`src/common/cache_pkg.sv`:
```
// shared widths, request structs and FSM states for the icache/dcache subsystem
// import into any module that touches CPU or memory requests
`default_nettype none

package cache_pkg;

    localparam int ADDR_W     = 64;  // byte address
    localparam int OFFSET_W   = 4;   // 16-byte lines
    localparam int LINE_W     = 128;
    localparam int WORD_W     = 64;  // CPU data width
    localparam int BANK_SEL_W = 2;   // top index bits pick the SRAM bank

    // one CPU access, held stable by the core until ready
    typedef struct packed {
        logic [ADDR_W-1:0] addr;
        logic              we;
        logic [WORD_W-1:0] wdata;
        logic [7:0]        wmask;  // one bit per byte of wdata
        logic              fence;  // dcache only
    } cpu_req_t;

    // one line transfer on the memory port
    typedef struct packed {
        logic [ADDR_W-1:0] addr;   // line aligned
        logic              we;     // write-back when high
        logic [LINE_W-1:0] wdata;
    } mem_req_t;

    // shared by both caches, icache only walks the first four
    typedef enum logic [2:0] {
        st_idle,
        st_compare,
        st_allocate,
        st_readin,
        st_writeback,
        st_writein,
        st_flush,
        st_flush_next
    } cache_state_e;

endpackage

`default_nettype wire

```
`src/source/mem_arbiter.sv`:
```
// shares one memory port between icache and dcache, data side first
// grant is held from first valid until the ready pulse, no added latency
`timescale 1ns/1ps
`default_nettype none

module mem_arbiter
    import cache_pkg::*;
(
    input  logic              clk,
    input  logic              rst,
    input  mem_req_t          ireq_i,
    input  mem_req_t          dreq_i,
    input  logic              ivalid_i,
    input  logic              dvalid_i,
    output logic              iready_o,
    output logic              dready_o,
    output logic [LINE_W-1:0] rdata_o,
    output mem_req_t          mem_req_o,
    output logic              mem_valid_o,
    input  logic [LINE_W-1:0] mem_rdata_i,
    input  logic              mem_ready_i
);

    logic [1:0] grant_q;  // {dcache, icache}
    logic [1:0] sel;

    // held grant wins, otherwise pick a fresh requester this cycle
    always_comb begin
        if (grant_q != 2'b00) sel = grant_q;
        else if (dvalid_i) sel = 2'b10;
        else if (ivalid_i) sel = 2'b01;
        else sel = 2'b00;
    end

    assign mem_req_o   = sel[1] ? dreq_i : ireq_i;
    assign mem_valid_o = (sel[1] && dvalid_i) || (sel[0] && ivalid_i);
    assign iready_o    = sel[0] && mem_ready_i;
    assign dready_o    = sel[1] && mem_ready_i;
    assign rdata_o     = mem_rdata_i;  // only the granted side looks

    always_ff @(posedge clk) begin
        if (rst) begin
            grant_q <= 2'b00;
        end else if (mem_ready_i) begin
            grant_q <= 2'b00;  // one free cycle after each transfer
        end else if (grant_q == 2'b00) begin
            grant_q <= sel;
        end
    end

    a_one_ready: assert property (@(posedge clk) disable iff (rst)
        !(iready_o && dready_o));

    // caches must keep valid up while they own the port
    a_grant_held_valid: assert property (@(posedge clk) disable iff (rst)
        (grant_q & ~{dvalid_i, ivalid_i}) == 2'b00);

endmodule

`default_nettype wire

```
`config.mk`:
```
export PLATFORM = sky130hd
export DESIGN_NAME = mem_arbiter
export DESIGN_NICKNAME = d
export VERILOG_FILES = /design/src/common/cache_pkg.sv /design/src/source/mem_arbiter.sv
export SDC_FILE = /design/constraint.sdc
export NUM_CORES = 1
export LEC_CHECK = 0
export BUFFER_PORTS_ARGS = -buffer_cell sky130_fd_sc_hd__buf_4
export CAP_MARGIN = 5
export CORE_AREA = 2 2 329 331
export CTS_CLUSTER_DIAMETER = 150
export DETAILED_ROUTE_END_ITERATION = 12
export DIE_AREA = 0 0 331 333
export SYNTH_ARGS = -nofsm -noshare
export SYNTH_HDL_FRONTEND = slang
export SYNTH_SLANG_ARGS = --single-unit
```
`constraint.sdc`:
```
create_clock -name clk -period 1.3 [get_ports clk]
set_input_delay 0.13 -clock clk [delete_from_list [all_inputs] [get_ports clk]]
set_output_delay 0.13 -clock clk [all_outputs]
set_load 0.02 [all_outputs]
```
==> out/results.ini, run 1 <==
[layout]
nNetsFinal = 1359
registers.top_by_ff_count = grant_q
largest_reg_flops = 2
area_growth_pct = 207
nFillCells = 12400
utilization_pct = 9.76
layout_commonest_cell = buf_4
reg_top3 = grant_q (2)
layout_common_cells = 456 x buf_4, 142 x mux2_4, 124 x buf_6
multi_input_area_um2 = 2800
post_route_cells_drive_above_1_share_pct = 99.3
regArea_um2 = 42.5

[worst_setup_path]
path_cells = inv_2 > a21oi_4 > buf_12 > buf_12 > buf_12 > buf_16 > mux2_4 > buf_6
path_class = reg -> out
worst_ep_arrival_time_ns = 1.83
path_buf_inv = 6
required_ns = 1.17
cp-start-kind = flip-flop
slowest_stage = dfxtp_2
critPathMaxFanout = 6
cp-end-kind = output pin
critPathMostFrequentCell = buf_12
crit_path_max_incr_delay_ns = 0.32
cp_top_family = buffers and inverters

[clock_tree]
htree_levels = 1
clock_sinks = 2
worstSkewPairLatency_ns = 0.22
path_clk_slew_ns = 0.03
cts_root_buf = clkbuf_16
cts-buffers-inserted = 3
clock_path_buffers = 2
cts_tree = yes
ctsHoldBuffers = 0

[die]
dieArea_um2 = 110000
die_y_um = 333
dieWidth_um = 331
core_area_um2 = 107000
start_util_pct = 3.18
ios = 843
rows = 120

[synthesis]
netlist_instances = 356
synth.avg_cell_area_um2 = 9.53
synth_top_area_share_pct = 34.5
yosysUniqueCellTypes = 12
ys_warn_count = 0
synthesis.area_um2 = 3390
synthTopCellsByArea = mux2_1 35%, buf_4 32%, mux2_2 30%
synth_area_leader_cell = mux2_1
ys_ff_latch = 2
ys_seq_area_share_pct = 1.18
syn_nets = 875

[route]
wl_per_cell_um = 30.9
drt_wl_total_mm = 69.4
drt-pass1-iter-count = 4
dr.first_iter.drc_count = 154
route.vias.total = 4928
ant_nets = 0
via_per_inst = 2.19
route.detailed.drc = 0

[placed_design]
dp_hpwl_mm = 63.8
gp_congestion = 0.884
post-place-ws_ns = -0.553
port_buffers = 586

[sta]
clock_skew_ns = 0.00235
slew_headroom_pct = 87.9
setup_tns_ns = -114.23
setup_viol = 194
period_minus_slack_ns = 1.96
grt_setup_unrepaired = yes
post-route-period-util_pct = 151
fin_ws_ns = -0.659
worst_pin_slew_ns = 0.181
drv_slew = 0
finalHoldViolCount = 0
fmax_mhz = 510

[global_route]
grt_antenna_before_repair = 24
overflow = 0
grt.total_usage_pct = 11.8
grt_pass1_vias = 5234
grt_pass1_wl_mm = 77.8
grt_max_degree = 20

[flow_run]
drv_cap = 0

[run_status]
violations = negative setup slack
run_status = finished, violations left

[hold_path]
hold_path.class = in -> reg

[pwr]
finalPower_uw = 6170
p_leak_uw = 0.00479
pwr_density_cell_nw_per_um2 = 593
peakVddDrop_mv = 0.823

-- metal layers --
metal  vias to the layer above  global-route usage (%)  wire (um)
met3                        51                    6.46       8950
met5                         -                       0        192
met4                        30                   0.546        444
met1                      2182                    14.4      29100
met2                       560                    19.0      30700
li1                       2105                       -          -
-- cells by family after synthesis --
family,synth area share (%)
flops,1.18
mux,64.0
simple gates,1.22
compound gates,0.774
buf+inv,32.8
-- final cells by class --
class,instances,share of cell area (%)
repair buffers,628,54.9
multi-input cells,204,26.9
well taps,1403,16.9
clock buffers,3,0.722
flip-flops and latches,2,0.409
diodes,8,0.192
inverters,1,0.0361
-- path summary, 6_finish.rpt --
path,to,slack [ns],start,cells past startpoint
max,mem_req_o[151],-0.66,grant_q[0]$_SDFFE_PP0N_,8
min,grant_q[0]$_SDFFE_PP0N_,0.09,mem_ready_i,2
max reg2reg,grant_q[1]$_SDFFE_PP0N_,0.06,grant_q[0]$_SDFFE_PP0N_,6
min reg2reg,grant_q[0]$_SDFFE_PP0N_,0.64,grant_q[0]$_SDFFE_PP0N_,3
-- where the power goes --
part           internal (uW)  leakage, uW  total [uW]  switching (uW)
Sequential              65.1    0.0000172        67.7            2.60
Combinational           2860      0.00474        5630            2770
Clock                    392    0.0000370         473            80.8
-- worst reg2reg max path, cell delays in order (launching register included) --
cell,delay (ns)
dfxtp_2,0.32
inv_2,0.05
a21oi_4,0.16
buf_6,0.19
buf_16,0.18
buf_6,0.17
nor3_1,0.06
-- cell usage after synthesis, drive strengths merged --
library cell  instances
buf                 149
nand2b                1
inv                   1
dfxtp                 2
a21oi                 3
nor2                  2
nor3                  3
mux2                193
nor2b                 2
-- what timing repair did --
item	in CTS	in global routing
setup endpoints to repair	196	196
gates resized for setup	257	34
pin swaps	3	1
buffers inserted	11	2
cloned	8	0
-- through the flow --
stage / instances / hold WS [ns] / area (um2)
floorplan: 356 / 0.199 / 3700
global placement: 2222 / 0.260 / 8980
detailed placement: 2222 / 0.260 / 8980
CTS: 2243 / 0.0881 / 10300
global route: 2241 / 0.0954 / 10400
finish: 2249 / 0.0913 / 10400
No activity file was read; power rests on OpenSTA's default activity.
==> run 2: changes to the inputs <==
--- a/config.mk
+++ b/config.mk
@@ -14,3 +14,4 @@
 export SYNTH_ARGS = -nofsm -noshare
 export SYNTH_HDL_FRONTEND = slang
 export SYNTH_SLANG_ARGS = --single-unit
+export TNS_END_PERCENT = 30
==> run 2 against run 1 <==
  * The run still ends with negative setup slack left
  * Combinational power rose by 0.9%
  * Critical endpoint is now mem_req_o[137]
  * Design area is 0.34% higher
  * Final cell count about the same
  * Highest routed layer unchanged
  * First-iteration DRC count decreased by 18%
  * Die area did not move
  * Sequential share of layout area about the same
  * Total power up 0.64%
  * Global-route usage is 0.30 points higher
  * Sequential cell count did not move
  * Clock-buffer cell count is the same
  * Critical path depth shrank 1
==> out/results.ini, run 2 (synthesized netlist as in run 1, its figures left out) <==
[layout]
registers.top_by_ff_count = grant_q  ; unchanged
layout_commonest_cell = buf_4  ; unchanged
reg_top3 = grant_q (2)  ; unchanged
nNetsFinal = 1360  ; was 1359
nFillCells = 12400  ; about the same
largest_reg_flops = 2  ; unchanged
layout_common_cells = 425 x buf_4, 173 x buf_6, 136 x mux2_4  ; was 456 x buf_4, 142 x mux2_4, 124 x buf_6
design_area_um2 = 10400  ; about the same
post_route_cells_drive_above_1_share_pct = 99.2  ; was 99.3%
area_growth_pct = 208  ; was 207%

[sta]
grt_setup_unrepaired = yes  ; unchanged
clock_skew_ns = 0.00117  ; was 0.00235 ns
post-route-period-util_pct = 151  ; about the same
fin_ws_ns = -0.662  ; was -0.659 ns
period_minus_slack_ns = 1.96  ; about the same
setup_viol = 196  ; was 194
fin_hold_ws_ns = 0.0871  ; was 0.0913 ns
fmax_mhz = 510  ; about the same
worst_pin_slew_ns = 0.191  ; was 0.181 ns
drv_slew = 0  ; unchanged
slew_headroom_pct = 87.2  ; was 87.9%
finalHoldViolCount = 0  ; unchanged

[route]
dr.first_iter.drc_count = 126  ; was 154
route.detailed.drc = 0  ; unchanged
drt-pass1-iter-count = 4  ; unchanged
wl_per_cell_um = 32.0  ; was 30.9 um
drt_wl_total_mm = 72.0  ; was 69.4 mm
route.vias.total = 4994  ; was 4928
via_per_inst = 2.22  ; was 2.19
ant_nets = 0  ; unchanged

[die]
die_y_um = 333  ; unchanged
dieWidth_um = 331  ; unchanged
core_area_um2 = 107000  ; unchanged
dieArea_um2 = 110000  ; unchanged
rows = 120  ; unchanged
ios = 843  ; unchanged
start_util_pct = 3.18  ; unchanged

[pwr]
peakVddDrop_mv = 0.555  ; was 0.823 mV
pwr_density_cell_nw_per_um2 = 595  ; was 593 nW/um2
pwr-share-clk_pct = 7.4  ; was 7.7%
p_seq_share_pct = 1.1  ; about the same
internal_power_uw = 3320  ; about the same
swShare_pct = 46.6  ; was 46.3%
p_leak_uw = 0.00479  ; about the same
comb_power_share_pct = 91.5  ; was 91.2%
p_switching_uw = 2890  ; was 2860 uW

[clock_tree]
worstSkewPairLatency_ns = 0.22  ; about the same
cts_root_buf = clkbuf_16  ; unchanged
cts_tree = yes  ; unchanged
htree_levels = 1  ; unchanged
clock_path_buffers = 2  ; unchanged
cts-buffers-inserted = 3  ; unchanged
clock_sinks = 2  ; unchanged
path_clk_slew_ns = 0.03  ; about the same

[global_route]
grt_pass1_wl_mm = 79.7  ; was 77.8 mm
grt.total_usage_pct = 12.1  ; was 11.8%
grt_antenna_before_repair = 30  ; was 24
grt_pass1_vias = 5245  ; was 5234
overflow = 0  ; unchanged
grt_max_degree = 21  ; was 20

[worst_setup_path]
path_class = reg -> out  ; unchanged
path_cells = inv_2 > a21oi_4 > buf_12 > buf_16 > clkbuf_16 > mux2_4 > buf_6  ; was inv_2 > a21oi_4 > buf_12 > buf_12 > buf_12 > buf_16 > mux2_4 > buf_6
cp_top_family = buffers and inverters  ; unchanged
cp-start-kind = flip-flop  ; unchanged
path_buf_inv = 5  ; was 6
required_ns = 1.17  ; about the same
slowest_stage = mux2_4  ; was dfxtp_2
cp-end-kind = output pin  ; unchanged
crit_path_max_incr_delay_ns = 0.33  ; was 0.32 ns
critPathMaxFanout = 7  ; was 6
worst_ep_arrival_time_ns = 1.83  ; about the same

[placed_design]
dp_hpwl_mm = 66.3  ; was 63.8 mm
port_buffers = 586  ; unchanged
gp_congestion = 0.846  ; was 0.884
place_area_um2 = 8960  ; was 8980 um2
post-place-ws_ns = -0.506  ; was -0.553 ns

[run_status]
run_status = finished, violations left  ; unchanged
violations = negative setup slack  ; unchanged

[flow_run]
drv_cap = 0  ; unchanged

[hold_path]
hold_path.class = in -> reg  ; unchanged

## run 2: cell types whose count changed in the layout (fill, tap and decap cells not counted), sizes merged
cell,delta
buf,-4
clkbuf,+5
## run 2: path summary, 6_finish.rpt
kind,end,slack (ns),startpoint,cells past startpoint
hold / removal,grant_q[0]$_SDFFE_PP0N_,0.09,rst,2
setup reg to reg,grant_q[1]$_SDFFE_PP0N_,0.06,grant_q[0]$_SDFFE_PP0N_,6
hold reg to reg,grant_q[0]$_SDFFE_PP0N_,0.73,grant_q[0]$_SDFFE_PP0N_,4
setup / recovery,mem_req_o[137],-0.66,grant_q[0]$_SDFFE_PP0N_,7
## run 2: repair_timing
item                       CTS  global route
hold buffers                 0             0
gates cloned                 2             6
buffers inserted            11             2
setup endpoints to repair  196           196
pin swaps                    3             1
resized for setup          216            70
## run 2: power groups by stage
stage	Combinational [uW]	Clock, uW	Sequential, uW
4_1_cts	5700	467	67.6
6_report	5680	463	68.0
3_5_place_dp	5040	0	67.9
5_1_grt	6010	474	68.1
2_1_floorplan	2390	0	68.2
3_3_place_gp	5020	0	67.8
## run 2: layout make-up
cell class	instances	area, um2	area share, %
sequential	2	42.5	0.408
timing repair buffer	629	5780	55.3
multi-input combinational	204	2770	26.5
tap	1403	1760	16.8
clock buffer	3	75.1	0.719
antenna	8	20.0	0.192
inverter	1	3.75	0.0360
## run 2: per-layer routing
| layer | track usage [%] | share of wire [%] |
|---|---|---|
| met3 | 5.56 | 12 |
| met5 | 0 | 0.24 |
| met4 | 0.355 | 0.41 |
| met2 | 17.6 | 40 |
| met1 | 17.1 | 48 |
## run 2: metrics by stage
step	TNS [ns]	cells	total power, uW	utilization [%]
finish	-113.05	2250	6210	9.79
floorplan	-11.90	356	2460	-
CTS	-119.54	2235	6240	9.40
detailed placement	-77.26	2219	5100	8.40
global placement	-73.77	2219	5090	8.40
global route	-122.33	2244	6550	9.78
